**src/logic/region_pkg.sv**
```systemverilog
// shared widths, word types and state enums for the memory region RTL and its testbench
`default_nettype none

package region_pkg;

  // data path and address widths
  localparam int WORD_W      = 32;
  localparam int ADDR_W      = 32;
  localparam int STRB_W      = WORD_W / 8;
  localparam int REGION_HI_W = 12;

  typedef logic [WORD_W-1:0] word_t;
  typedef logic [ADDR_W-1:0] addr_t;
  typedef logic [STRB_W-1:0] strb_t;

  // source of the next processor response
  typedef enum logic [0:0] {
    RESP_RAM,
    RESP_EXT
  } resp_src_e;

  // APB slave port into the RAM
  typedef enum logic [0:0] {
    SLV_IDLE,
    SLV_RESP
  } apb_slv_state_e;

  // APB master bridge
  typedef enum logic [1:0] {
    MST_IDLE,
    MST_SETUP,
    MST_ACCESS
  } apb_mst_state_e;

endpackage

`default_nettype wire
```
**src/logic/lsu_apb_bridge.sv**
```systemverilog
// converts a granted processor request into one APB master transfer
`timescale 1ns/1ps
`default_nettype none

module lsu_apb_bridge (
  input  logic               clk,
  input  logic               rst_n,
  // request side
  input  logic               req_i,
  input  region_pkg::addr_t  addr_i,
  input  logic               we_i,
  input  region_pkg::strb_t  be_i,
  input  region_pkg::word_t  wdata_i,
  output logic               gnt_o,
  output logic               rvalid_o,
  output region_pkg::word_t  rdata_o,
  // APB master
  output logic               m_psel_o,
  output logic               m_penable_o,
  output region_pkg::addr_t  m_paddr_o,
  output logic               m_pwrite_o,
  output region_pkg::word_t  m_pwdata_o,
  output region_pkg::strb_t  m_pstrb_o,
  input  region_pkg::word_t  m_prdata_i,
  input  logic               m_pready_i
);

  region_pkg::apb_mst_state_e state_q;
  region_pkg::addr_t          addr_q;
  logic                       we_q;
  region_pkg::strb_t          be_q;
  region_pkg::word_t          wdata_q;

  // accept only from idle
  assign gnt_o = req_i && (state_q == region_pkg::MST_IDLE);

  always_ff @(posedge clk or negedge rst_n)
  begin
    if (!rst_n)
      state_q <= region_pkg::MST_IDLE;
    else
    begin
      case (state_q)
        region_pkg::MST_IDLE:
          if (gnt_o)
            state_q <= region_pkg::MST_SETUP;
        region_pkg::MST_SETUP:
          state_q <= region_pkg::MST_ACCESS;
        region_pkg::MST_ACCESS:
          if (m_pready_i)
            state_q <= region_pkg::MST_IDLE;
        default:
          state_q <= region_pkg::MST_IDLE;
      endcase
    end
  end

  // request held stable for the whole transfer
  always_ff @(posedge clk)
  begin
    if (gnt_o)
    begin
      addr_q  <= addr_i;
      we_q    <= we_i;
      be_q    <= be_i;
      wdata_q <= wdata_i;
    end
  end

  assign m_psel_o    = (state_q != region_pkg::MST_IDLE);
  assign m_penable_o = (state_q == region_pkg::MST_ACCESS);
  assign m_paddr_o   = addr_q;
  assign m_pwrite_o  = we_q;
  assign m_pwdata_o  = wdata_q;
  // strobes stay low on reads
  assign m_pstrb_o   = we_q ? be_q : '0;

  assign rvalid_o = m_penable_o && m_pready_i;
  assign rdata_o  = m_prdata_i;

endmodule

`default_nettype wire

```
**config.mk**
```make
export PLATFORM = sky130hd
export DESIGN_NAME = lsu_apb_bridge
export DESIGN_NICKNAME = d
export VERILOG_FILES = /design/src/logic/region_pkg.sv /design/src/logic/lsu_apb_bridge.sv
export SDC_FILE = /design/constraint.sdc
export NUM_CORES = 1
export LEC_CHECK = 0
export ABC_AREA = 0
export BUFFER_PORTS_ARGS = -buffer_cell sky130_fd_sc_hd__buf_2
export CAP_MARGIN = 20
export CELL_PAD_IN_SITES_DETAIL_PLACEMENT = 1
export CELL_PAD_IN_SITES_GLOBAL_PLACEMENT = 1
export CORE_MARGIN = 4
export CORE_UTILIZATION = 30
export DETAILED_ROUTE_END_ITERATION = 6
export PLACE_DENSITY_LB_ADDON = 0.1
export SLEW_MARGIN = 10
export SYNTH_ARGS = -nofsm -noshare
export SYNTH_HDL_FRONTEND = slang
export SYNTH_SLANG_ARGS = --single-unit
```
**constraint.sdc**
```tcl
create_clock -name clk -period 9.4 [get_ports clk]
set_input_delay 1.41 -clock clk [delete_from_list [all_inputs] [get_ports clk]]
set_output_delay 1.41 -clock clk [all_outputs]
set_load 0.05 [all_outputs]
```
Word-level counts from Yosys, hierarchy flattened
Index checks and enable logic that the tools add are counted.

Bits in registers: 71. Input port bits: 105. Output and inout bits: 105. Word-level logic and storage cells: 18.

Equal/unequal tests: 4. Multiplexer cells: 4. Reduce and logical (&&, ||, !) cells: 5.

Operators with widths (number): $pmux 2 s3 (1); $mux 2 (2); $mux 4 (1); $eq 2x1->1 const B (1); $eq 2x2->1 const B (1); $logic_and 1x1->1 (2); $logic_not 2->1 (1); $ne 2x1->1 const B (1); $ne 2x2->1 const B (1); $reduce_and 2->1 (1); $reduce_bool 2->1 (1).

Depth between registers and ports, before layout
Depth in word-level cells: 4. Depth in mapped cells: 2. Depth with buffers taken out: 2.

Least setup slack after synthesis
No wires, ideal clock.

Kind: input to output. From: in req_i. To: out gnt_o. Arrival: 4925 ps. Path slack: 3065 ps. Cell stages on the path: 2. Buffers on the path: 0. Cell sequence: inv_1 nor2_1.

Cells in the longest elaborated chain, start to end: 1.

Ends and longest elaborated chain: start: declaration (line lsu_apb_bridge.sv:9) `input logic req_i,`; $logic_and 1x1->1 (line lsu_apb_bridge.sv:35) `assign gnt_o = req_i && (state_q == region_pkg::MST_IDLE);`; end: declaration (line lsu_apb_bridge.sv:14) `output logic gnt_o,`.

Every way passes these cells.

Worst setup path in the final report
Same ends and word-level chain as after synthesis.

==> summary.md <==
| Metric | Value |
|---|---|
| Final setup viols | 0 |
| Clk slew on worst S/H paths | ~70 ps |
| Synth warnings | 0 |
| Row cnt | 32 |
| Clk_skew | just under 5 ps |
| Via density | about 4.1 |
| Final WL | 5320 um |
| CTS Hold Buffers Added | 0 |
| Vias | roughly 1.4k |
| CP max-delay cell | buf_4 |
| Post-DRT Antenna Nets | 0 |
| Critical Path Source Type | input port |
| Final HPWL DP | 3910 um |
| Non-filler cells, final | between 300 and 400 |
| # resized after CTS | 0 |
| Setup TNS | 0 ps |
| Worst EP required | about 8000 ps |
| Count of final hold-check violations | 0 |
| H-tree depth | 3 |
| Status | finished clean |
| Ports | 210 |
| Synth Register Bits | between 70 and 80 |
| Layout cell share with drive strength beyond 1 | between 60% and 70% |
| Post-CTS setup buffer count | 0 |
| Root buffer cell | clkbuf_8 |
| CP Buf/Inv Count | 4 |
| Total GRT Usage | approximately 11% |
| Die area | around 9600 sq um |
| Pre-antenna DRT Iters | 4 |
| DRT iter0 DRCs | 46 |
| Hold Path Class | register to register |
| Area Overhead vs Synth | 35.5% |
| Routability congestion estimate | roughly 0.65 |
| Placed cells | ~330 |
| Die Y | slightly below 100 um |
| Yosys cell types | 10 |
| Worst setup path startpoint | req_i |
| Power Dens Cells | 318 nW/um^2 |
| Hold Startpoint | state_q[1]$_DFFE_PN0P_ |
| Worst-Skew Late Latency | about 330 ps |
| Final period util | between 40 and 50% |
| Residual DRC | 0 |
| RSZ-0062 raised after global routing | no |
| Peak VDD IR | around 0.00019 V |
| Post-synthesis instance total | ~120 |
| Die extent in x | between 90 and 100 um |
| Initial Util | a little under a third |
| Worst r2r src | state_q[0]$_DFFE_PN0P_ |
| # diodes | 0 |
| Fill cells | approximately 840 |
| Slew @ Worst Pin | 853 ps |
| Routed len/inst | about 15 um |
| Slew margin rel. | roughly 43% |
| Crit-path cells | buf_2 > inv_1 > nor2_4 > buf_4 > buf_2 |
| Max-capacitance violation count | 0 |
| Initial antenna violation count | 0 |
| Core footprint | 7810 sq um |
| Clock sink count | 71 |
| Peak Freq | approximately 240 MHz |
| Crit-path max FO | 70 |
| Hold_ws | between 500 and 600 ps |
| Syn_nets | 220 |
| Register area share after synthesis | ~87% |
| CTS Buffer Depth | 2 |
| Max-slew violation count | 0 |
| Delay-heaviest family, CP | buffers and inverters |
| Largest net degree at the start of global routing | approximately 70 |
| Leakage power | ~1.4 nW |
| Mapped cell area | 2440 sq um |
| Vias in the first global route | 1514 |
| Int Pwr | 0.659 mW |
| Count of nets after finishing | around 350 |
| Minimum clock period | roughly 4100 ps |
| WP data arrival | 2710 ps |
| Clk network pwr share | 27.2% |
| Psw | 0.392 mW |
| Sequential Power Share | about two fifths |
| Port Buffers | 145 |
| Design Power | about 1.1 mW |
| First-pass GRT wire length | between 7000 and 8000 um |
| CTS tree | built |
| CP Capture Type | output port |
| Slowest Stage Delay on Critical Path | 670 ps |
| Switch share | approximately 37% |
| WS Path Type | input port to output port |
| Logic pwr share | between 30% and 40% |
| CTS Buf Count | 9 |
| Worst path most repeated cell | buf_2 |
| Overflow after GRT | 0 |
| Syn Area/Cell | ~21 sq um |
registers in the layout, summed over array words and instances, names as in the netlist:
name / count
state_q: 2
m_pwdata_o: 32
m_paddr_o: 32
m_pwrite_o: 1
be_q: 4
placed cells by master (no fill, tap or decap), drive strengths merged:
master    Yosys  routed
clkinv        0       1
inv           1       1
clkbuf        0      10
bufinv        0       3
mux2i         1       1
nor2b         1       1
dfrtp         2       2
nor2          2       2
edfxtp       69      69
and2          5       5
buf          32     146
clkinvlp      0       2
nand2b        1       1
or2           1       1
metal layers:
layer / GRT usage [%] / up-vias / wire (um)
met5: 0 / - / 0
met4: 5.78 / 0 / 118
met1: 12.5 / 643 / 2050
met3: 6.43 / 23 / 782
met2: 15.9 / 109 / 2370
li1: - / 637 / -
cells in the mapped netlist:
library cell | instances | area share, %
edfxtp_1 | 69 | 85
buf_4 | 32 | 9.9
and2_1 | 5 | 1.3
dfrtp_1 | 2 | 2.1
nor2_1 | 2 | 0.31
inv_1 | 1 | 0.15
mux2i_1 | 1 | 0.41
nand2b_1 | 1 | 0.26
nor2b_2 | 1 | 0.36
or2_4 | 1 | 0.36
cell type report:
cell class,count,area [sq um],share of cell area (%)
multi-input cells,11,80.1,2.42
repair buffers,146,733,22.2
flip-flops and latches,71,2120,64.2
clock buffers,10,128,3.86
inverters,1,3.75,0.114
well taps,102,128,3.86
clock inverters,6,109,3.30
through the flow:
stage | worst slack (ps) | instance area (sq um) | utilization [%]
2_1_floorplan | 3070 | 2440 | -
4_1_cts | 5220 | 3300 | 42.3
5_1_grt | 5140 | 3300 | 42.3
6_report | 5280 | 3300 | 42.3
3_5_place_dp | 5220 | 3070 | 39.3
3_3_place_gp | 5230 | 3070 | 39.3
kinds of logic after synthesis:
group / Yosys count / share of synthesized area [%]
multiplexers: 1 / 0.410
AND/OR/NAND/NOR: 10 / 2.57
buffers and inverters: 33 / 10.0
flip-flops: 71 / 87.0
power groups by stage:
stage	combinational, mW	sequential (mW)	clock (mW)
after floorplan	0.110	0.627	0
after global placement	0.331	0.446	0
after detailed placement	0.331	0.447	0
after CTS	0.331	0.441	0.298
after global routing	0.341	0.446	0.313
final	0.326	0.439	0.285
final timing paths:
path / endpoint / slack [ps] / cells after the start
worst min register to register: state_q[1]$_DFFE_PN0P_ / 520 / 1
worst min-delay path: state_q[1]$_DFFE_PN0P_ / 520 / 1
worst max register to register: m_pwdata_o[19]$_DFFE_PP_ / 7550 / 3
worst max-delay path: gnt_o / 5280 / 5
max in group asynchronous: state_q[1]$_DFFE_PN0P_ / 8450 / 1
min in group asynchronous: state_q[0]$_DFFE_PN0P_ / 860 / 1
Power figures use the tool's default switching activity.
