File: src/logic/region_pkg.sv
// shared widths, word types and state enums for the memory region RTL and its testbench
`default_nettype none

package region_pkg;

  // data path and address widths
  localparam int WORD_W      = 32;
  localparam int ADDR_W      = 32;
  localparam int STRB_W      = WORD_W / 8;
  localparam int REGION_HI_W = 12;

  typedef logic [WORD_W-1:0] word_t;
  typedef logic [ADDR_W-1:0] addr_t;
  typedef logic [STRB_W-1:0] strb_t;

  // source of the next processor response
  typedef enum logic [0:0] {
    RESP_RAM,
    RESP_EXT
  } resp_src_e;

  // APB slave port into the RAM
  typedef enum logic [0:0] {
    SLV_IDLE,
    SLV_RESP
  } apb_slv_state_e;

  // APB master bridge
  typedef enum logic [1:0] {
    MST_IDLE,
    MST_SETUP,
    MST_ACCESS
  } apb_mst_state_e;

endpackage

`default_nettype wire
File: src/logic/ram_arbiter.sv
// fixed-priority arbiter sharing the data RAM between the APB port and the processor port
`timescale 1ns/1ps
`default_nettype none

module ram_arbiter #(
  parameter int  DATA_RAM_SIZE = 4096,
  localparam int IDX_W         = $clog2(DATA_RAM_SIZE / region_pkg::STRB_W)
) (
  input  logic               clk,
  input  logic               rst_n,
  // port 0, bus side, always accepted
  input  logic               p0_req_i,
  input  region_pkg::addr_t  p0_addr_i,
  input  logic               p0_we_i,
  input  region_pkg::strb_t  p0_be_i,
  input  region_pkg::word_t  p0_wdata_i,
  output region_pkg::word_t  p0_rdata_o,
  // port 1, processor side
  input  logic               p1_req_i,
  input  region_pkg::addr_t  p1_addr_i,
  input  logic               p1_we_i,
  input  region_pkg::strb_t  p1_be_i,
  input  region_pkg::word_t  p1_wdata_i,
  output logic               p1_gnt_o,
  output logic               p1_rvalid_o,
  output region_pkg::word_t  p1_rdata_o,
  // RAM side
  output logic               ram_en_o,
  output logic [IDX_W-1:0]   ram_idx_o,
  output logic               ram_we_o,
  output region_pkg::strb_t  ram_be_o,
  output region_pkg::word_t  ram_wdata_o,
  input  region_pkg::word_t  ram_rdata_i
);

  localparam int OFFS_W = $clog2(region_pkg::STRB_W);

  region_pkg::addr_t sel_addr;
  logic              p1_gnt_q;

  // bus port wins every conflict
  assign p1_gnt_o = p1_req_i && !p0_req_i;
  assign ram_en_o = p0_req_i || p1_req_i;

  always_comb
  begin
    if (p0_req_i)
    begin
      sel_addr    = p0_addr_i;
      ram_we_o    = p0_we_i;
      ram_be_o    = p0_be_i;
      ram_wdata_o = p0_wdata_i;
    end
    else
    begin
      sel_addr    = p1_addr_i;
      ram_we_o    = p1_we_i;
      ram_be_o    = p1_be_i;
      ram_wdata_o = p1_wdata_i;
    end
  end

  // byte address to word index
  assign ram_idx_o = sel_addr[OFFS_W +: IDX_W];

  always_ff @(posedge clk or negedge rst_n)
  begin
    if (!rst_n)
      p1_gnt_q <= 1'b0;
    else
      p1_gnt_q <= p1_gnt_o;
  end

  assign p1_rvalid_o = p1_gnt_q;

  // each port samples the shared read word only in its own response cycle
  assign p0_rdata_o = ram_rdata_i;
  assign p1_rdata_o = ram_rdata_i;

endmodule

`default_nettype wire

File: config.mk
export PLATFORM = sky130hd
export DESIGN_NAME = ram_arbiter
export DESIGN_NICKNAME = d
export VERILOG_FILES = /design/src/logic/region_pkg.sv /design/src/logic/ram_arbiter.sv
export SDC_FILE = /design/constraint.sdc
export NUM_CORES = 1
export LEC_CHECK = 0
export BUFFER_PORTS_ARGS = -buffer_cell sky130_fd_sc_hd__buf_2
export CAP_MARGIN = 25
export CORE_AREA = 2 2 112 114
export DETAILED_ROUTE_END_ITERATION = 6
export DIE_AREA = 0 0 114 116
export GPL_ROUTABILITY_DRIVEN = 0
export PLACE_DENSITY_LB_ADDON = 0.08
export SLEW_MARGIN = 20
export SYNTH_ARGS = -nofsm -noshare
export SYNTH_HDL_FRONTEND = slang
export SYNTH_SLANG_ARGS = --single-unit
File: constraint.sdc
create_clock -name clk -period 1.3 [get_ports clk]
set_clock_uncertainty 0.1 [all_clocks]
set_input_delay 0.26 -clock clk [delete_from_list [all_inputs] [get_ports clk]]
set_output_delay 0.26 -clock clk [all_outputs]
set_load 0.005 [all_outputs]
* After elaboration in Yosys (flattened, before gate mapping)
Index checks and enable logic that the tools add are counted.
Widths: inputs -> output; s select.
** Storage, ports and cells
- Register bits :: 1
- Input bits :: 174
- Output and inout bits :: 114
** Operators by class
- Multiplexer cells :: 4
- Reduce and logical (&&, ||, !) cells :: 3
** Operator list (count)
- $mux 32 :: 1
- $mux 12 :: 1
- $mux 4 :: 1
- $logic_and 1x1->1 :: 1
- $logic_not 1->1 :: 1
- $logic_or 1x1->1 :: 1
- $mux 1 :: 1

* Depth between registers and ports, before layout
Gate-level depths: netlist of run 1.
- Depth after elaboration :: 2
- Gate-level depth with buffers :: 3

* Worst setup path after synthesis of run 1
OpenSTA, ideal clock, no wires.
- Path kind :: input-to-output
- Start :: input port p0_req_i
- End :: output port ram_wdata_o[19]
- Arrival :: 0.834 ns
- Data required time :: 0.940 ns
- Slack :: 0.106 ns
- Stages :: 3
- Path buffers :: 2
- Cells stage by stage :: buf_6 -> buf_6 -> mux2_4
** On the way
- Longest elaborated chain between the ends :: 1
** Ends and longest elaborated chain
- from (decl) :: line ram_arbiter.sv:12 : input logic p0_req_i,
- $mux 32 :: line ram_arbiter.sv:47 : if (p0_req_i)
- to (decl) :: line ram_arbiter.sv:32 : output region_pkg::word_t ram_wdata_o,
Every way passes these cells.

* Worst setup path in the final report of run 1
- Start :: input port p0_req_i
- End :: output port ram_wdata_o[22]
Same word-level chain as after synthesis.

==> results.md, run 1 <==
- The flow ran to the end, but the final reports show violations.
- The checks that failed: negative setup slack.
- The final critical-path share of the clock period is 104%.
- The nature of the critical path startpoint is an input port.
- After synthesis, the netlist uses 7 different library cells.
- The cell with the most instances on the worst path is sky130_fd_sc_hd__buf_16.
- Setup repair after global routing could not meet its margin everywhere.
- The via count of the first global-routing pass is 1205.
- In this run the worst path has a maximum fanout of 11.
- The sequential share of the synthesized area is 2.23%.
- The endpoint kind of the worst setup timing path is an output pin.
- In the routed design, unresolved DRC markers number 0.
- Dividing the detail-routed via count by the number of cells gives 3.25.
- The worst-case vdd ir drop is 0.126 mV.
- The total I/O pin count is 288.
- Summed over all layers, the global routing overflow is 0.
- The slowest stage of the critical path belongs to the cell sky130_fd_sc_hd__mux2_4.
- The layout filler cell count is 1340.
- The die width is 114 µm.
- The leakage power of the design is 1.17 nW.
- At the pin with the least slew margin, the transition time is 136 ps.
- The die covers 13200 µm².
- In the global route stage, overall resource usage came out at 5.85%.
- Setup violations remaining at the end of the flow were counted as 47.
- From synthesis to final layout, the design area changed by 90.7%.
- The instance count of the mapped netlist is 119.
- Dividing the detail-routed wire length by the instance count gives 13.3 µm.
- The count of max-cap constraint violations is 0.
- The routed design has 4700 µm of wire.
- The routed length on met3 is 510 µm.
- The total area of multi-input combinational cells is 718 µm².
- The floorplan row count is 40.
- For this configuration, the core starts out at a cell density of 9.42%.
- The sequential standard cell area is 25.0 µm².
- The smallest clock period supported by the final layout is computed as 1350 ps.
- The first TritonRoute pass finished after 2 iterations.
- The post-layout net count is 382.
- The largest net degree at the start of global routing is 12.
- The synthesized flop and latch total is 1.
- For this run, the slowest stage of the critical path takes 310 ps.
- The number of antenna violations at the first check in global routing is 0.
- The fraction of final layout cells with drive strength greater than 1 is 98.1%.
- Once detail routing completed, the nets flagged for antenna violations numbered 0.
- Once detailed placement completed, the half-perimeter wirelength came to 3610 µm.
- Data arrives at the worst endpoint at 990 ps.
- The max-slew headroom at the worst pin is 90.9%.
- The max-slew violation total from the final report is 0.
- The detailed router put a total of 1680 µm of wire on met1.
- Traced cell by cell, the critical path runs through buf_16, buf_16, mux2_4, buf_6.
- The overall die height is 116 µm.
- The end-of-flow core utilization is 18.0%.
- The region available for standard cell placement spans 11900 µm².
- The required time at the worst-slack endpoint is 940 ps.
- The leading cell type in the layout, fill and taps excluded is sky130_fd_sc_hd__buf_2.
- The cell family contributing the most delay on the critical path is buffers and inverters.
- Across all layers, the routed design uses 1149 vias.
- The number of diodes is 0.
- The number of failing hold endpoints at the final stage came to 0.
- When the netlist entered floorplanning its net count stood at 293.
- The worst hold slack across all endpoints is 420 ps.
- The worst-case setup slack after placement is -187 ps.
- The number of flip-flops in the largest register is 1.
- The synthesis warning total is 0.
- The first global-routing pass estimated 6160 µm of wire.
- The highest layer used for signal routing is met4.
- The final cell count without fillers is 353.
- A synthesized cell averages 9.43 µm².
- The critical path in this run is classified as in2out.
- The count of buffers added on input and output ports is 147.
- The placed cell count is 349.
- The netlist area before placement is 1120 µm².
- Counting both buffers and inverters, the worst setup path holds a total of 3.
- The routed length on met2 is 2410 µm.
- The number of violations reported at the end of detailed-routing iteration 0 is 7.
- The worst path setup slack after routing is -52.2 ps.
- The power per cell area is 365 nW/µm².
- The number of buffers inserted to repair setup after CTS is 0.
- The library cells used most frequently in the layout, excluding fill and tap cells, are 100 x sky130_fd_sc_hd__buf_2, 47 x sky130_fd_sc_hd__mux2_4, 46 x sky130_fd_sc_hd__buf_6.
- The peak clock frequency supported by timing is 0.740 GHz.
- The final sum of negative setup slack is -1710 ps.
- The kind of path behind the tightest hold check is in2out.
[per-stage QoR]
stage | power, mW | area, µm²
6_report | 0.781 | 2140
5_1_grt | 0.832 | 2140
3_3_place_gp | 0.521 | 1580
4_1_cts | 0.681 | 1920
2_1_floorplan | 0.391 | 1120
3_5_place_dp | 0.511 | 1580
[cells in the mapped netlist]
master	number	area, µm²
sky130_fd_sc_hd__buf_4	67	503
sky130_fd_sc_hd__buf_6	2	22.5
sky130_fd_sc_hd__dfrtp_1	1	25.0
sky130_fd_sc_hd__mux2_2	39	439
sky130_fd_sc_hd__mux2_4	8	120
sky130_fd_sc_hd__nor2b_1	1	6.26
sky130_fd_sc_hd__or2_1	1	6.26
[final cells by class]
class                           instances  area share, %
Timing Repair Buffer                  156           56.7
Multi-Input combinational cell         49           33.5
Tap cell                              147           8.59
Sequential cell                         1           1.17
[kinds of logic after synthesis]
family                 share of synthesized area, %
buffers and inverters                          46.8
multiplexers                                   49.8
flip-flops                                     2.23
AND/OR/NAND/NOR                                1.12
[power by group]
part           switching (mW)  internal [mW]
clock                       0              0
sequential           0.000325         0.0333
combinational           0.221          0.527
total                   0.221          0.560
[timing repair]
item | CTS | global route
gates resized for setup | 58 | 38
hold buffers | 1 | 0
endpoints found under the setup margin | 48 | 47
gates cloned | 2 | 1
endpoints found under the hold margin | 1 | 0
pin swaps | 0 | 1
[metal layers]
metal	global-route usage, %	up-vias
met1	6.58	496
met3	1.26	24
met5	0	-
met4	1.30	0
met2	11.3	116
li1	-	513
[final timing paths]
| path | from | end | cells past startpoint |
|---|---|---|---|
| min in group asynchronous | rst_n | p1_rvalid_o | 2 |
| max | p0_req_i | ram_wdata_o[22] | 4 |
| min | ram_rdata_i[6] | p1_rdata_o[6] | 0 |
| max in group asynchronous | rst_n | p1_rvalid_o | 2 |
Note: power is estimated with default switching activity, not from simulation.
==> run 2: changes to the inputs <==
--- a/config.mk
+++ b/config.mk
@@ -12,6 +12,7 @@
 export DIE_AREA = 0 0 114 116
 export GPL_ROUTABILITY_DRIVEN = 0
 export PLACE_DENSITY_LB_ADDON = 0.08
+export SETUP_SLACK_MARGIN = 0.5
 export SLEW_MARGIN = 20
 export SYNTH_ARGS = -nofsm -noshare
 export SYNTH_HDL_FRONTEND = slang
==> results.md, run 2 (synthesis gave the netlist of run 1 again) <==
- The placed cell count was 348 (-0.29%).
- The final cell count without fillers was 358 (+1.4%).
- The number of antenna violations at the first check in global routing was 0 (unchanged).
- The power per cell area is 362 nW/µm² (-0.88%).
- The total I/O pin count was 288 (unchanged).
- The initial core utilization is 9.42% (unchanged).
- The detailed placer's ending HPWL came to 3810 µm (+5.6%).
- The kind of path behind the tightest hold check is in2out.
- The number of diodes was 0 (unchanged).
- The peak clock frequency supported by timing is 0.752 GHz (+1.7%).
- The final critical-path share of the clock period is 102% (-1.7 points).
- The combined global-route utilization of all metal layers is 5.85% (about the same).
- The longest individual stage delay on the worst path was 300 ps (about the same).
- The worst-margin pin slew is 128 ps (-8.43 ps).
- The count of max-cap constraint violations came to 0 (unchanged).
- The post-layout net count is 387 (+1.3%).
- The run finished, with violations left.
- The type of the worst setup path is in2out.
- The end point of the critical path is ram_wdata_o[31].
- The worst-case vdd ir drop was 0.107 mV (-15%).
- The wire length per cell is 13.4 µm (+0.66%).
- The die width came to 114 µm (unchanged).
- The fraction of final layout cells with drive strength greater than 1 is 98.1% (about the same).
- The summed area of non-filler cells in the final layout is 2250 µm² (+5.1%).
- The worst setup path is launched from an input port.
- The area overhead of the layout relative to synthesis is 100%.
- The critical path starts at p0_req_i.
- The global-route congestion overflow total is 0 (unchanged).
- The number of vias per cell was 3.19 (-2.1%).
- The number of vias in the routed layout is 1141 (-0.70%).
- The number of flip-flops in the largest register is 1 (unchanged).
- The overall die height is 116 µm (unchanged).
- The number of violations reported at the end of detailed-routing iteration 0 is 21 (+14).
- The placeable core region was 11900 µm² (unchanged).
- The number of buffer cells added on primary ports is 147 (unchanged).
- The largest fanout of any net on the critical path came to 7 (-4).
- The worst hold slack across all endpoints was 420 ps (unchanged).
- The setup-violating endpoint count in the final report was 28 (-40%).
- The area of the die is 13200 µm² (unchanged).
- The endpoint kind of the worst setup timing path is an output pin.
- The number of optimization iterations in the first detailed-route pass is 2 (unchanged).
- Setup repair after global routing could not meet its margin everywhere.
- The required time at the worst-slack endpoint is 940 ps (about the same).
- The residual DRC count is 0 (unchanged).
- The standard cell area after detailed placement is 1680 µm² (+6.7%).
- The checks that failed: negative setup slack.
- The library cell used most frequently in the layout, excluding fill and tap cells, is sky130_fd_sc_hd__buf_2.
- The remaining number of nets flagged by the antenna check after routing came to 0 (unchanged).
- The floorplan row count is 40 (unchanged).
- The first-pass GRT wire length is 5950 µm (-3.5%).
- The final critical delay including setup and external delays is 1330 ps (-22.3 ps).
- Among all stages on the critical path, the largest delay is contributed by sky130_fd_sc_hd__mux2_4.
- The arrival time at the worst endpoint came to 970 ps (-20 ps).
- The largest net degree at the start of global routing came to 10 (-2).
- The number of failing hold endpoints at the final stage is 0 (unchanged).
- The via count of the first global-routing pass is 1175 (-2.5%).
- The routed wire length is 4800 µm (+2.1%).
- The signal on the critical path passes through buf_16, clkbuf_16, mux2_4, buf_6.
- The post-route total power came to 0.814 mW (+4.2%).
- The max-slew violation total from the final report is 0 (unchanged).
- In the layout the commonest cells are 103 x sky130_fd_sc_hd__buf_2, 47 x sky130_fd_sc_hd__mux2_4, 45 x sky130_fd_sc_hd__buf_6.
- The max-slew headroom at the worst pin is 91.5% (+0.56 points).
- The worst-case setup slack after placement is -206 ps (-19.0 ps).
- The worst path setup slack after routing came to -29.9 ps (+22.3 ps).
- The leakage power of the design was 1.22 nW (+4.5%).
run 2: cell types whose count changed in the layout (fill, tap and decap cells not counted), sizes merged:
cell,delta
buf,+4
clkbuf,+1
run 2: per-stage QoR:
step / util (%) / setup TNS [ps]
2_1_floorplan: - / 0
3_3_place_gp: 14.1 / -8490
3_5_place_dp: 14.1 / -8090
4_1_cts: 17.2 / -486
5_1_grt: 18.9 / -1140
6_report: 18.9 / -370
run 2: worst max-delay path: cells and delay by family:
family	cells	cell delay, ps
buffers and inverters	3	410
muxes	1	300
run 2: worst min path at each step:
stage	slack [ps]	endpoint	cells past startpoint	from
4_1_cts	420	p0_rdata_o[30]	0	ram_rdata_i[30]
3_5_place_dp	-60	p1_rvalid_o	1	rst_n
6_report	420	p1_rdata_o[25]	0	ram_rdata_i[25]
5_1_grt	420	p1_rdata_o[13]	0	ram_rdata_i[13]
3_3_place_gp	-60	p1_rvalid_o	1	rst_n
2_1_floorplan	-140	p1_rvalid_o	0	rst_n
run 2: timing repair:
item | 4_1_cts | 5_1_grt
endpoints found under the setup margin | 51 | 51
buffers inserted | 2 | 0
hold endpoints to repair | 1 | 0
hold buffers | 1 | 0
cloned | 5 | 2
gates resized for setup | 37 | 29
run 2: layout make-up:
class	count	area (µm²)
fill	1316	9660
timing repair buffer	161	1320
multi-input combinational	49	718
tap	147	184
sequential	1	25.0
run 2: metal layers:
layer  track usage (%)  vias up  routed length [µm]
met2              12.3      112                2630
li1                  -      523                   -
met3              1.57       23                 553
met5                 0        -                   0
met4              2.36        0                 182
met1              5.17      483                1430
run 2: where the power goes:
group	switching (mW)	leakage, nW	internal (mW)	total (mW)
combinational	0.224	1.21	0.556	0.780
sequential	0.000364	0.0129	0.0333	0.0336
clock	0	0	0	0
total	0.225	1.22	0.589	0.814
