[config.mk]
export PLATFORM = sky130hd
export DESIGN_NAME = lsu_demux
export DESIGN_NICKNAME = d
export VERILOG_FILES = /design/src/logic/region_pkg.sv /design/src/logic/lsu_demux.sv
export SDC_FILE = /design/constraint.sdc
export NUM_CORES = 1
export LEC_CHECK = 0
export BUFFER_PORTS_ARGS = -buffer_cell sky130_fd_sc_hd__buf_2
export CAP_MARGIN = 20
export CORE_ASPECT_RATIO = 0.7
export CORE_MARGIN = 8
export CORE_UTILIZATION = 24
export CTS_CLUSTER_DIAMETER = 30
export CTS_CLUSTER_SIZE = 16
export DETAILED_ROUTE_END_ITERATION = 12
export GPL_TIMING_DRIVEN = 0
export PLACE_DENSITY = 0.86
export SYNTH_ARGS = -nofsm -noshare
export SYNTH_HDL_FRONTEND = slang
export SYNTH_SLANG_ARGS = --single-unit
[constraint.sdc]
create_clock -name clk -period 3.75 [get_ports clk]
set_clock_uncertainty 0.05 [all_clocks]
set_input_delay 0.75 -clock clk [delete_from_list [all_inputs] [get_ports clk]]
set_output_delay 0.75 -clock clk [all_outputs]
set_load 0.02 [all_outputs]
[src/logic/region_pkg.sv]
// shared widths, word types and state enums for the memory region RTL and its testbench
`default_nettype none

package region_pkg;

  // data path and address widths
  localparam int WORD_W      = 32;
  localparam int ADDR_W      = 32;
  localparam int STRB_W      = WORD_W / 8;
  localparam int REGION_HI_W = 12;

  typedef logic [WORD_W-1:0] word_t;
  typedef logic [ADDR_W-1:0] addr_t;
  typedef logic [STRB_W-1:0] strb_t;

  // source of the next processor response
  typedef enum logic [0:0] {
    RESP_RAM,
    RESP_EXT
  } resp_src_e;

  // APB slave port into the RAM
  typedef enum logic [0:0] {
    SLV_IDLE,
    SLV_RESP
  } apb_slv_state_e;

  // APB master bridge
  typedef enum logic [1:0] {
    MST_IDLE,
    MST_SETUP,
    MST_ACCESS
  } apb_mst_state_e;

endpackage

`default_nettype wire
[src/logic/lsu_demux.sv]
// steers processor load/store requests to the local RAM or the external bridge, returns responses
`timescale 1ns/1ps
`default_nettype none

module lsu_demux #(
  parameter logic [region_pkg::REGION_HI_W-1:0] LOCAL_REGION = 12'h001
) (
  input  logic               clk,
  input  logic               rst_n,
  // processor side
  input  logic               lsu_req_i,
  input  region_pkg::addr_t  lsu_addr_i,
  output logic               lsu_gnt_o,
  output logic               lsu_rvalid_o,
  output region_pkg::word_t  lsu_rdata_o,
  // local RAM side
  output logic               ram_req_o,
  input  logic               ram_gnt_i,
  input  logic               ram_rvalid_i,
  input  region_pkg::word_t  ram_rdata_i,
  // external side
  output logic               ext_req_o,
  input  logic               ext_gnt_i,
  input  logic               ext_rvalid_i,
  input  region_pkg::word_t  ext_rdata_i
);

  logic                  is_local;
  logic                  can_issue;
  logic                  pending_q;
  region_pkg::resp_src_e resp_src_q;

  // upper address bits pick the region
  assign is_local = (lsu_addr_i[region_pkg::ADDR_W-1 -: region_pkg::REGION_HI_W]
                     == LOCAL_REGION);

  // next request only once the outstanding response is back or returning now
  assign can_issue = !pending_q || lsu_rvalid_o;

  assign ram_req_o = lsu_req_i && can_issue && is_local;
  assign ext_req_o = lsu_req_i && can_issue && !is_local;

  assign lsu_gnt_o = (ram_req_o && ram_gnt_i) || (ext_req_o && ext_gnt_i);

  always_ff @(posedge clk or negedge rst_n)
  begin
    if (!rst_n)
    begin
      pending_q  <= 1'b0;
      resp_src_q <= region_pkg::RESP_RAM;
    end
    else if (lsu_gnt_o)
    begin
      pending_q <= 1'b1;
      if (is_local)
        resp_src_q <= region_pkg::RESP_RAM;
      else
        resp_src_q <= region_pkg::RESP_EXT;
    end
    else if (lsu_rvalid_o)
    begin
      pending_q <= 1'b0;
    end
  end

  // only one sink can answer at a time
  assign lsu_rvalid_o = ram_rvalid_i || ext_rvalid_i;
  assign lsu_rdata_o  = (resp_src_q == region_pkg::RESP_EXT) ? ext_rdata_i : ram_rdata_i;

endmodule

`default_nettype wire

# Word level (Yosys, flattened, before mapping)
# Index checks and enable logic that the tools add are counted.
# W data, S select, Z words.
# totals
regBits	2
latchBits	0
mem_bits_rw	0
romBits	0
input_bits	103
output_inout_bits	36
mem_count	0
# op_classes
add_sub_neg	0
n_mul	0
div	0
magnitude_cmp	0
eq_ne	1
shift	0
n_mux	4
bitwise_logic	0
reduce_logical	11
# op_table
op	count
$mux W32	1
$eq A12 B1 Y1 const B	1
$logic_and A1 B1 Y1	5
$logic_or A1 B1 Y1	3
$mux W1	3
$logic_not A1 Y1	2
$reduce_bool A2 Y1	1

# Depth between registers and ports, before layout
# Gate-level depths: netlist of run 1.
# depth
word_depth	7
mapped_depth	4
mapped_depth_nobuf	3

# Least setup slack after synthesis of run 1
# Ideal clock, no wire load.
# synth_path
kind	input to output
startpoint	input lsu_addr_i[25]
endpoint	output ram_req_o
arrival_ns	2.003
path_slack_ns	0.947
stages	2
n_path_buf	0
cell_sequence	or4_4 nor4_1
# synth_between
elab_chain_len	2
# synth_lines
element	line_no	source
start: declaration	lsu_demux.sv:12	input region_pkg::addr_t lsu_addr_i,
$eq A12 B1 Y1	lsu_demux.sv:35	== LOCAL_REGION);
$logic_and A1 B1 Y1	lsu_demux.sv:40	assign ram_req_o = lsu_req_i && can_issue && is_local;
end: declaration	lsu_demux.sv:17	output logic ram_req_o,
# Every way passes these cells.

# Worst setup path after layout of run 1
# layout_path
startpoint	input lsu_addr_i[26]
endpoint	output lsu_gnt_o
# layout_between
elab_chain_len	5
# layout_lines
element	line_no	source
$eq A12 B1 Y1 (*)	lsu_demux.sv:35	
$logic_not A1 Y1	lsu_demux.sv:41	assign ext_req_o = lsu_req_i && can_issue && !is_local;
$logic_and A1 B1 Y1	lsu_demux.sv:41	
$logic_and A1 B1 Y1	lsu_demux.sv:43	assign lsu_gnt_o = (ram_req_o && ram_gnt_i) || (ext_req_o && ext_gnt_i);
$logic_or A1 B1 Y1 (*)	lsu_demux.sv:43	
end: declaration	lsu_demux.sv:13	output logic lsu_gnt_o,
# Every way passes the cells marked *; elsewhere a longest branch is shown, timed or not.

==> results by group, run 1 <==
Timing
  – Setup ws final: 0.854 ns
  – Tmin final: 2.90 ns
  – RSZ-0062 raised after global routing: false
  – F_max: 345 MHz
  – Worst-margin pin slew: 0.508 ns
  – Final setup fails: 0
  – Setup TNS: 0 ns
  – Period utilisation layout: 0.772
  – Relative slew slack: 0.661
  – Final Hold Viols: 0
  – Slew Limit Fails: 0

Floorplanning
  – Initial Util: 0.243
  – # rows: 15
  – Die Wd: 74.7 um
  – IO Pins: 139
  – Core Area: 2380 um2
  – Chip height: 57.1 um
  – DIE AREA: 4270 um2

GRT
  – Number of global-route vias before repair: 1063
  – Gr usage total: 0.158
  – Met1 usage: 0.150
  – First-pass GRT wire length: 5310 um
  – Largest net degree at the start of global routing: 11
  – Grt met3 use: 0.0350
  – Initial antenna violation count: 0
  – GRT Max-Usage Layer: met2
  – Met2 usage: 0.316
  – Grt ovf: 0

Logic synthesis
  – Mapped Cells: 59
  – Proportion of synthesized chip area in sequential cells: 0.0864
  – Post-synthesis async set-or-reset flop share: 1.00
  – Top_reg_cell synth: dfrtp_1
  – Post-synth top cells: 32 x mux2_2, 4 x clkbuf_1, 3 x nand3_1
  – Synth area leader: mux2_2
  – Number of flops mapped to enable cells by yosys: 0
  – Yosys reg bits: 2
  – Avg Inst Size Synth: 9.82 um2
  – Yosys top cell area share: 0.622
  – Synth Net Count: 162
  – Synth Cell Area: 579 um2
  – Cell variety after synth: 18
  – Synth area leaders: mux2_2 62%, dfrtp_1 8.6%, or4_4 3.9%, or4b_1 3.5%, nand3_1 2.6%
  – Ys Warns: 0
  – Count leader, synth: mux2_2

Setup path
  – Delay-heaviest family, CP: simple AND/OR/NAND/NOR gates
  – Setup crit end kind: output pin
  – Worst path most repeated cell: buf_2
  – Worst endpoint required time: 2.95 ns
  – CP max stage delay: 0.55 ns
  – Setup CP Type: input pin to output pin
  – Crit path launch type: input pin
  – Buffers plus inverters on the worst setup path: 2
  – CP Cell Sequence: buf_2 > or4_4 > nor3_2 > mux2i_1 > buf_2
  – Crit Path Max Fanout: 4
  – CP max-delay cell: or4_4
  – WP data arrival: 2.10 ns

Power
  – Clock power frac: 0.253
  – Final Power: 186 uW
  – Sequential Power Share: 0.122
  – Internal: 117 uW
  – Sw frac: 0.368
  – Leakage power: 0.692 nW
  – Comb power frac: 0.625
  – Pwr Density: 150 nW/um2
  – Peak VDD IR: 0.0486 mV
  – Switching power: 68.4 uW

Detailed routing
  – DRT Pass-1 Iters: 4
  – Total vias in the final route: 965
  – ANT nets after route: 0
  – Wire per inst: 16.8 um
  – DRC Markers: 0
  – Initial DRC Count: 21
  – Via-to-Cell Ratio: 4.51
  – Drt total wl: 3600 um

Clocking
  – Hold_buf cts: 0
  – H-tree depth: 1
  – CTS tree: done
  – Setup bufs post-CTS: 0
  – CTS max path bufs: 2
  – Worst-path clk slew: 0.03 ns
  – Post-cts resize count: 0
  – Cts bufs inserted: 3
  – CTS Sinks: 2
  – Clk root buf: clkbuf_4
  – Worst-skew pair later-pin latency: 0.22 ns

Worst hold path
  – HP Class: input pin to asynchronous set/reset pin

Final layout
  – Nets: 285
  – P&R area growth vs syn: 113%
  – Share of layout cells above drive strength 1: 0.878
  – Antenna fix cells: 0
  – Filler Cell Count: 240

Placement
  – Hpwl dp: 3320 um
  – GPL Wtd Cong: 0.845
  – Port Buffers: 118
  – Pre-CTS setup slack: 0.855 ns

Job
  – Max Cap Violations: 0

Run status
  – Outcome: complete, no violations
[per-layer routing]
metal	routed length, um	vias to the layer above
met1	1210	448
met5	0	-
met3	277	6
met2	2050	38
li1	-	473
met4	58	0
[worst register-to-register path, cell delays in order (launching register included)]
cell and delay [ns]:
dfrtp_1 0.30, or3b_1 0.42, a31o_2 0.27, a22oi_1 0.14
[per-stage QoR]
step | util | cells | area, um2 | hold WS (ns)
detailed placement | 0.509 | 211 | 1210 | 0.485
global placement | 0.509 | 211 | 1210 | 0.485
CTS | 0.518 | 214 | 1230 | 0.248
global route | 0.518 | 214 | 1230 | 0.261
floorplan | - | 59 | 579 | 0.404
finish | 0.518 | 214 | 1230 | 0.257
[worst paths after layout]
kind	from	end	slack, ns	cells after the start
max	lsu_addr_i[26]	lsu_gnt_o	0.85	5
min	rst_n	resp_src_q$_DFFE_PN0P_	0.26	1
max reg2reg	pending_q$_DFFE_PN0P_	resp_src_q$_DFFE_PN0P_	2.48	3
min reg2reg	pending_q$_DFFE_PN0P_	pending_q$_DFFE_PN0P_	0.69	2
max in group asynchronous	rst_n	pending_q$_DFFE_PN0P_	3.29	1
min in group clk	pending_q$_DFFE_PN0P_	pending_q$_DFFE_PN0P_	0.69	2
[cell families after synthesis]
kind of cell,share of synthesized area
compound gates,0.0432
simple gates,0.199
buf+inv,0.0324
mux,0.639
flops,0.0864
[power by group through the flow]
stage	sequential [mW]	clock, mW	combinational, mW
after CTS	0.0226	0.0494	0.117
after floorplan	0.0228	0	0.0512
after detailed placement	0.0229	0	0.117
final	0.0226	0.0469	0.116
after global routing	0.0227	0.0494	0.125
after global placement	0.0228	0	0.113
[placed cells by master, fill, tap and decap left out]
| cell type | synthesis | layout |
|---|---|---|
| a22oi_1 | 1 | 1 |
| a31o_2 | 1 | 1 |
| buf_2 | 0 | 118 |
| clkbuf_1 | 4 | 4 |
| clkbuf_4 | 0 | 3 |
| dfrtp_1 | 2 | 2 |
| inv_1 | 1 | 1 |
| mux2_2 | 32 | 32 |
| mux2i_1 | 1 | 1 |
| nand2_1 | 2 | 2 |
| nand3_1 | 3 | 3 |
| nor2_1 | 1 | 1 |
| nor3_2 | 1 | 1 |
| nor4_1 | 1 | 1 |
| o311ai_1 | 1 | 1 |
| or2_2 | 1 | 1 |
| or3b_1 | 1 | 1 |
| or4_1 | 2 | 2 |
| or4_4 | 2 | 2 |
| or4b_1 | 2 | 2 |
[final cells by class]
type	count	area [um2]	area share
tap	34	42.5	0.0344
inverter	1	3.75	0.00304
sequential	2	50.0	0.0405
multi-input combinational	52	510	0.413
timing repair buffer	118	591	0.478
clock buffer	3	22.5	0.0182
buffer	4	15.0	0.0122
[flip-flops by register name, summed over array words and instances (netlist names)]
register and cells:
resp_src_q 1, pending_q 1
No activity file was read; power rests on OpenSTA's default activity.
==> run 2: changes to the inputs <==
Settings changed: CORE_UTILIZATION 24 to 22, PLACE_DENSITY 0.86 to 0.8.
Clock period 3.75 ns to 2.7 ns, I/O delays scaled along.
==> run 2 against run 1 <==
Compared with the run above: worst setup slack worse by 0.63 ns; power is 66% higher; final cell count stayed put; critical endpoint unchanged; largest cell class unchanged; largest power group unchanged.
==> results by group, run 2 (same netlist as run 1, synthesis figures left out) <==
Detailed routing
  – Total vias in the final route: 990 (+2.6%)
  – Wire per inst: 17.6 um (+4.8%)
  – DRT Pass-1 Iters: 4 (unchanged)
  – Drt total wl: 3770 um (+4.8%)
  – Via-to-Cell Ratio: 4.63 (+2.6%)
  – ANT nets after route: 0 (unchanged)
  – DRC Markers: 0 (unchanged)
  – Initial DRC Count: 41 (+95%)

Placement
  – Port Buffers: 118 (unchanged)
  – Hpwl dp: 3470 um (+4.4%)
  – Post-Place Cells: 211 (unchanged)
  – Pre-CTS setup slack: 0.224 ns (-0.630 ns)
  – GPL Wtd Cong: 0.897 (+6.2%)

GRT
  – Largest net degree at the start of global routing: 11 (unchanged)
  – Number of global-route vias before repair: 1070 (+0.66%)
  – First-pass GRT wire length: 5470 um (+3.0%)
  – Gr usage total: 0.149 (-0.00981)
  – Initial antenna violation count: 0 (unchanged)
  – Grt ovf: 0 (unchanged)

Clocking
  – CTS Sinks: 2 (unchanged)
  – Setup bufs post-CTS: 0 (unchanged)
  – Post-cts resize count: 0 (unchanged)
  – CTS tree: done
  – Worst-skew pair later-pin latency: 0.21 ns (about the same)
  – Worst-path clk slew: 0.03 ns (about the same)
  – H-tree depth: 1 (unchanged)
  – Hold_buf cts: 0 (unchanged)
  – Clk root buf: clkbuf_8
  – CTS max path bufs: 2 (unchanged)
  – Cts bufs inserted: 3 (unchanged)

Timing
  – Tmin final: 2.47 ns
  – Relative slew slack: 0.656 (-0.00571)
  – RSZ-0062 raised after global routing: false
  – Final Hold Viols: 0 (unchanged)
  – Setup ws final: 0.225 ns (-0.629 ns)
  – Period utilisation layout: 0.917
  – Worst-margin pin slew: 0.517 ns (+0.00857 ns)
  – Slew Limit Fails: 0 (unchanged)
  – F_max: 404 MHz
  – Final setup fails: 0 (unchanged)
  – Setup TNS: 0 ns (unchanged)

Final layout
  – Top Registers: pending_q: 1 flops, resp_src_q: 1 flops
  – Antenna fix cells: 0 (unchanged)
  – Post-layout instance count excluding filler cells: 214 (unchanged)
  – Filler Cell Count: 262 (+9.2%)
  – Nets: 285 (unchanged)
  – Core Util, Final: 0.506 (-0.0120)
  – Share of layout cells above drive strength 1: 0.878 (unchanged)
  – Multi-input gate area: 510 um2 (unchanged)
  – P&R area growth vs syn: 116%
  – Sequential cell area: 50.0 um2 (unchanged)
  – Most frequent cells in the layout: 118 x buf_2, 32 x mux2_2, 4 x clkbuf_1
  – Commonest non-fill, non-tap cell in the layout: buf_2

Power
  – Clock power frac: 0.372 (+0.119)
  – Leakage power: 0.700 nW (+1.1%)
  – Sw frac: 0.326 (-0.0424)
  – Pwr Density: 246 nW/um2 (+64%)
  – Comb power frac: 0.526 (-0.099)
  – Switching power: 101 uW (+47%)
  – Sequential Power Share: 0.102 (-0.020)
  – Peak VDD IR: 0.0815 mV (+68%)
  – Internal: 208 uW (+77%)

Floorplanning
  – # rows: 15 (unchanged)
  – Chip height: 58.9 um (+3.2%)
  – Initial Util: 0.234 (-0.00921)
  – Core Area: 2480 um2 (+3.9%)
  – IO Pins: 139 (unchanged)
  – DIE AREA: 4560 um2 (+6.8%)
  – Die Wd: 77.3 um (+3.5%)

Setup path
  – Crit path launch type: input pin
  – Setup crit end kind: output pin
  – Crit Path Max Fanout: 4 (unchanged)
  – Setup CP Type: input pin to output pin
  – WP data arrival: 1.88 ns (-0.22 ns)
  – Worst R2R Path Depth: 3 (unchanged)
  – Worst endpoint required time: 2.11 ns (-0.84 ns)

Worst hold path
  – HP Class: input pin to asynchronous set/reset pin

Job
  – Max Cap Violations: 0 (unchanged)

Run status
  – Outcome: complete, no violations
run 2: cell counts in the layout (fill, tap and decap cells not counted):
Identical to the previous run, type by type.
run 2: area by class of cell:
class | instances | area share
repair buffers | 118 | 0.471
flip-flops and latches | 2 | 0.0399
plain buffers | 4 | 0.0120
well taps | 34 | 0.0339
clock buffers | 3 | 0.0329
multi-input cells | 52 | 0.407
inverters | 1 | 0.00299
run 2: per-layer routing:
metal  global-route usage  vias up  share of wire
met2                0.293       56           0.56
met3               0.0198        2          0.065
met4               0.0321        0        0.00053
met1                0.166      457           0.37
li1                     -      475              -
met5                    0        -              0
run 2: worst paths after layout:
| path | from | end | slack (ns) |
|---|---|---|---|
| worst max-delay path | lsu_addr_i[26] | lsu_gnt_o | 0.23 |
| worst min-delay path | rst_n | resp_src_q$_DFFE_PN0P_ | 0.06 |
| worst max register to register | pending_q$_DFFE_PN0P_ | resp_src_q$_DFFE_PN0P_ | 1.43 |
| worst min register to register | pending_q$_DFFE_PN0P_ | pending_q$_DFFE_PN0P_ | 0.69 |
| max in group asynchronous | rst_n | pending_q$_DFFE_PN0P_ | 2.44 |
| min in group clk | ext_gnt_i | pending_q$_DFFE_PN0P_ | 0.60 |
run 2: power by group through the flow:
stage               logic, mW  clock network (mW)  registers (mW)
floorplan              0.0711                   0          0.0317
global placement        0.159                   0          0.0318
detailed placement      0.163                   0          0.0318
CTS                     0.163               0.117          0.0314
global route            0.175               0.122          0.0316
finish                  0.162               0.115          0.0314
run 2: worst max-delay path, cell delays in order:
cell     delay [ns]
buf_2          0.09
or4_4          0.56
nor3_2         0.31
mux2i_1        0.21
buf_2          0.18
run 2: through the flow:
step / total power, mW / instance area, um2 / hold slack, ns
after floorplan: 0.103 / 579 / 0.194
after global placement: 0.191 / 1210 / 0.276
after detailed placement: 0.194 / 1210 / 0.277
after CTS: 0.312 / 1250 / 0.0584
after global routing: 0.328 / 1250 / 0.0622
final: 0.308 / 1250 / 0.0631
==> run 3: changes to the inputs <==
--- a/config.mk
+++ b/config.mk
@@ -16,4 +16,5 @@
 export GPL_TIMING_DRIVEN = 0
 export PLACE_DENSITY = 0.8
+export SLEW_MARGIN = 10
 export SYNTH_ARGS = -nofsm -noshare
 export SYNTH_HDL_FRONTEND = slang
==> constraint.sdc (replaced) <==
create_clock -name clk -period 2.7 [get_ports clk]
set_clock_uncertainty 0.05 [all_clocks]
set_input_delay 0.405 -clock clk [delete_from_list [all_inputs] [get_ports clk]]
set_output_delay 0.405 -clock clk [all_outputs]
set_load 0.02 [all_outputs]
==> run 3 against run 2 <==
Compared with the run above: power grew 0.31%; final cell count grew 0.47%; critical path depth down 1; worst setup slack gained 0.24 ns; fmax increased by 11%; critical path type is now flip-flop to output pin; largest power group unchanged; highest routed layer unchanged.
==> results by group, run 3 (same netlist as run 1, synthesis figures left out) <==
Setup path
  – Worst R2R Path Depth: 3 (unchanged)
  – WP data arrival: 1.78 ns (-0.10 ns)
  – Delay-heaviest family, CP: buffers and inverters
  – Crit Path Max Fanout: 10 (+6)
  – Worst endpoint required time: 2.25 ns (+0.14 ns)
  – CP max-delay cell: clkbuf_1
  – Setup crit end kind: output pin
  – Setup CP Type: flip-flop to output pin
  – CP max stage delay: 0.45 ns (-0.11 ns)
  – Worst reg2reg setup slack: 1.43 ns (about the same)
  – CP Cell Sequence: clkbuf_1 > clkbuf_1 > mux2_2 > buf_2
  – Buffers plus inverters on the worst setup path: 3 (+1)
  – Worst path most repeated cell: clkbuf_1
  – Stages on the worst setup path: 4 (-1)
  – Crit path launch type: flip-flop

Placement
  – GPL Wtd Cong: 0.897 (unchanged)
  – Post-Place Cells: 211 (unchanged)
  – Port Buffers: 118 (unchanged)
  – Hpwl dp: 3470 um (unchanged)
  – Pre-CTS setup slack: 0.494 ns (+0.270 ns)

Floorplanning
  – # rows: 15 (unchanged)
  – Chip height: 58.9 um (unchanged)
  – Initial Util: 0.234 (unchanged)
  – IO Pins: 139 (unchanged)
  – Die Wd: 77.3 um (unchanged)
  – Core Area: 2480 um2 (unchanged)
  – DIE AREA: 4560 um2 (unchanged)

Final layout
  – Top Registers: pending_q: 1 flops, resp_src_q: 1 flops
  – Post-layout instance count excluding filler cells: 215 (+0.47%)
  – P&R area growth vs syn: 118%
  – Filler Cell Count: 261 (-0.38%)
  – Nets: 286 (+0.35%)
  – Antenna fix cells: 0 (unchanged)
  – Share of layout cells above drive strength 1: 0.873 (-0.00485)
  – Most frequent cells in the layout: 118 x buf_2, 32 x mux2_2, 4 x clkbuf_1
  – Commonest non-fill, non-tap cell in the layout: buf_2
  – Multi-input gate area: 510 um2 (unchanged)
  – Sequential cell area: 50.0 um2 (unchanged)

Timing
  – Final setup fails: 0 (unchanged)
  – Slew Limit Fails: 0 (unchanged)
  – Relative slew slack: 0.656 (unchanged)
  – F_max: 447 MHz (+11%)
  – RSZ-0062 raised after global routing: false
  – Setup ws final: 0.462 ns (+0.236 ns)
  – Final Hold Viols: 0 (unchanged)
  – Setup TNS: 0 ns (unchanged)
  – Worst-margin pin slew: 0.517 ns (unchanged)
  – Period utilisation layout: 0.829 (-0.0875)
  – Hold Slack: 0.461 ns (+0.398 ns)
  – Tmin final: 2.24 ns (-0.236 ns)

Power
  – Leakage power: 0.704 nW (+0.60%)
  – Pwr Density: 245 nW/um2 (-0.48%)
  – Peak VDD IR: 0.0828 mV (+1.6%)

Detailed routing
  – DRT Pass-1 Iters: 4 (unchanged)
  – Initial DRC Count: 64 (+56%)
  – DRC Markers: 0 (unchanged)
  – Via-to-Cell Ratio: 4.61 (-0.26%)
  – Total vias in the final route: 992 (+0.20%)
  – ANT nets after route: 0 (unchanged)
  – Drt total wl: 3780 um (+0.24%)
  – Wire per inst: 17.6 um (-0.23%)

Run status
  – Outcome: complete, no violations

Clocking
  – Setup bufs post-CTS: 0 (unchanged)
  – Clk root buf: clkbuf_8
  – CTS max path bufs: 2 (unchanged)
  – H-tree depth: 1 (unchanged)
  – CTS tree: done
  – Worst-skew pair later-pin latency: 0.20 ns (about the same)
  – Worst-path clk slew: 0.03 ns (about the same)
  – CTS Sinks: 2 (unchanged)
  – Cts bufs inserted: 3 (unchanged)

GRT
  – Gr usage total: 0.149 (+0.000644)
  – Initial antenna violation count: 0 (unchanged)
  – First-pass GRT wire length: 5490 um (+0.38%)
  – Largest net degree at the start of global routing: 11 (unchanged)
  – Number of global-route vias before repair: 1076 (+0.56%)
  – Grt ovf: 0 (unchanged)

Worst hold path
  – HP Class: input pin to flip-flop
  – Hold Path Stages: 3

Job
  – Max Cap Violations: 0 (unchanged)
[run 3: cell types whose count changed in the layout (fill, tap and decap cells not counted)]
cell / delta
dlygate4sd3_1: +1
[run 3: final timing paths]
kind	start	to
min	ext_gnt_i	pending_q$_DFFE_PN0P_
max	resp_src_q$_DFFE_PN0P_	lsu_rdata_o[2]
max in group asynchronous	rst_n	pending_q$_DFFE_PN0P_
min reg2reg	pending_q$_DFFE_PN0P_	pending_q$_DFFE_PN0P_
max reg2reg	pending_q$_DFFE_PN0P_	resp_src_q$_DFFE_PN0P_
min in group asynchronous	rst_n	resp_src_q$_DFFE_PN0P_
[run 3: worst register-to-register path: cells and delay by family (launching register included)]
family	cells	cell delay, ns
flip-flops	1	0.30
AO/OA/AOI/OAI	2	0.41
AND/OR/NAND/NOR	1	0.43
[run 3: final cells by class]
type / count / area share
Clock buffer: 3 / 0.0327
Inverter: 1 / 0.00297
Buffer: 4 / 0.0119
Tap cell: 34 / 0.0337
Multi-Input combinational cell: 52 / 0.404
Sequential cell: 2 / 0.0396
Timing Repair Buffer: 119 / 0.475
[run 3: where the power goes]
group          switching, mW  internal, mW  total (mW)
Combinational         0.0799        0.0835       0.163
Clock                 0.0206        0.0940       0.115
Sequential          0.000147        0.0313      0.0314
[run 3: layer usage]
metal	vias to the layer above	track usage	wire length, um
li1	477	-	-
met1	459	0.166	1400
met2	54	0.295	2130
met3	2	0.0198	251
met4	0	0.0321	2
met5	-	0	0
[run 3: repair_timing]
item / in CTS / in global routing
hold endpoints to repair: 2 / 0
hold buffers: 1 / 0
resized for setup: 0 / 0
[run 3: through the flow]
| stage | utilization | total power, mW | instance area [um2] |
|---|---|---|---|
| 2_1_floorplan | - | 0.103 | 579 |
| 4_1_cts | 0.510 | 0.313 | 1260 |
| 5_1_grt | 0.510 | 0.330 | 1260 |
| 3_3_place_gp | 0.489 | 0.191 | 1210 |
| 3_5_place_dp | 0.489 | 0.194 | 1210 |
| 6_report | 0.510 | 0.309 | 1260 |
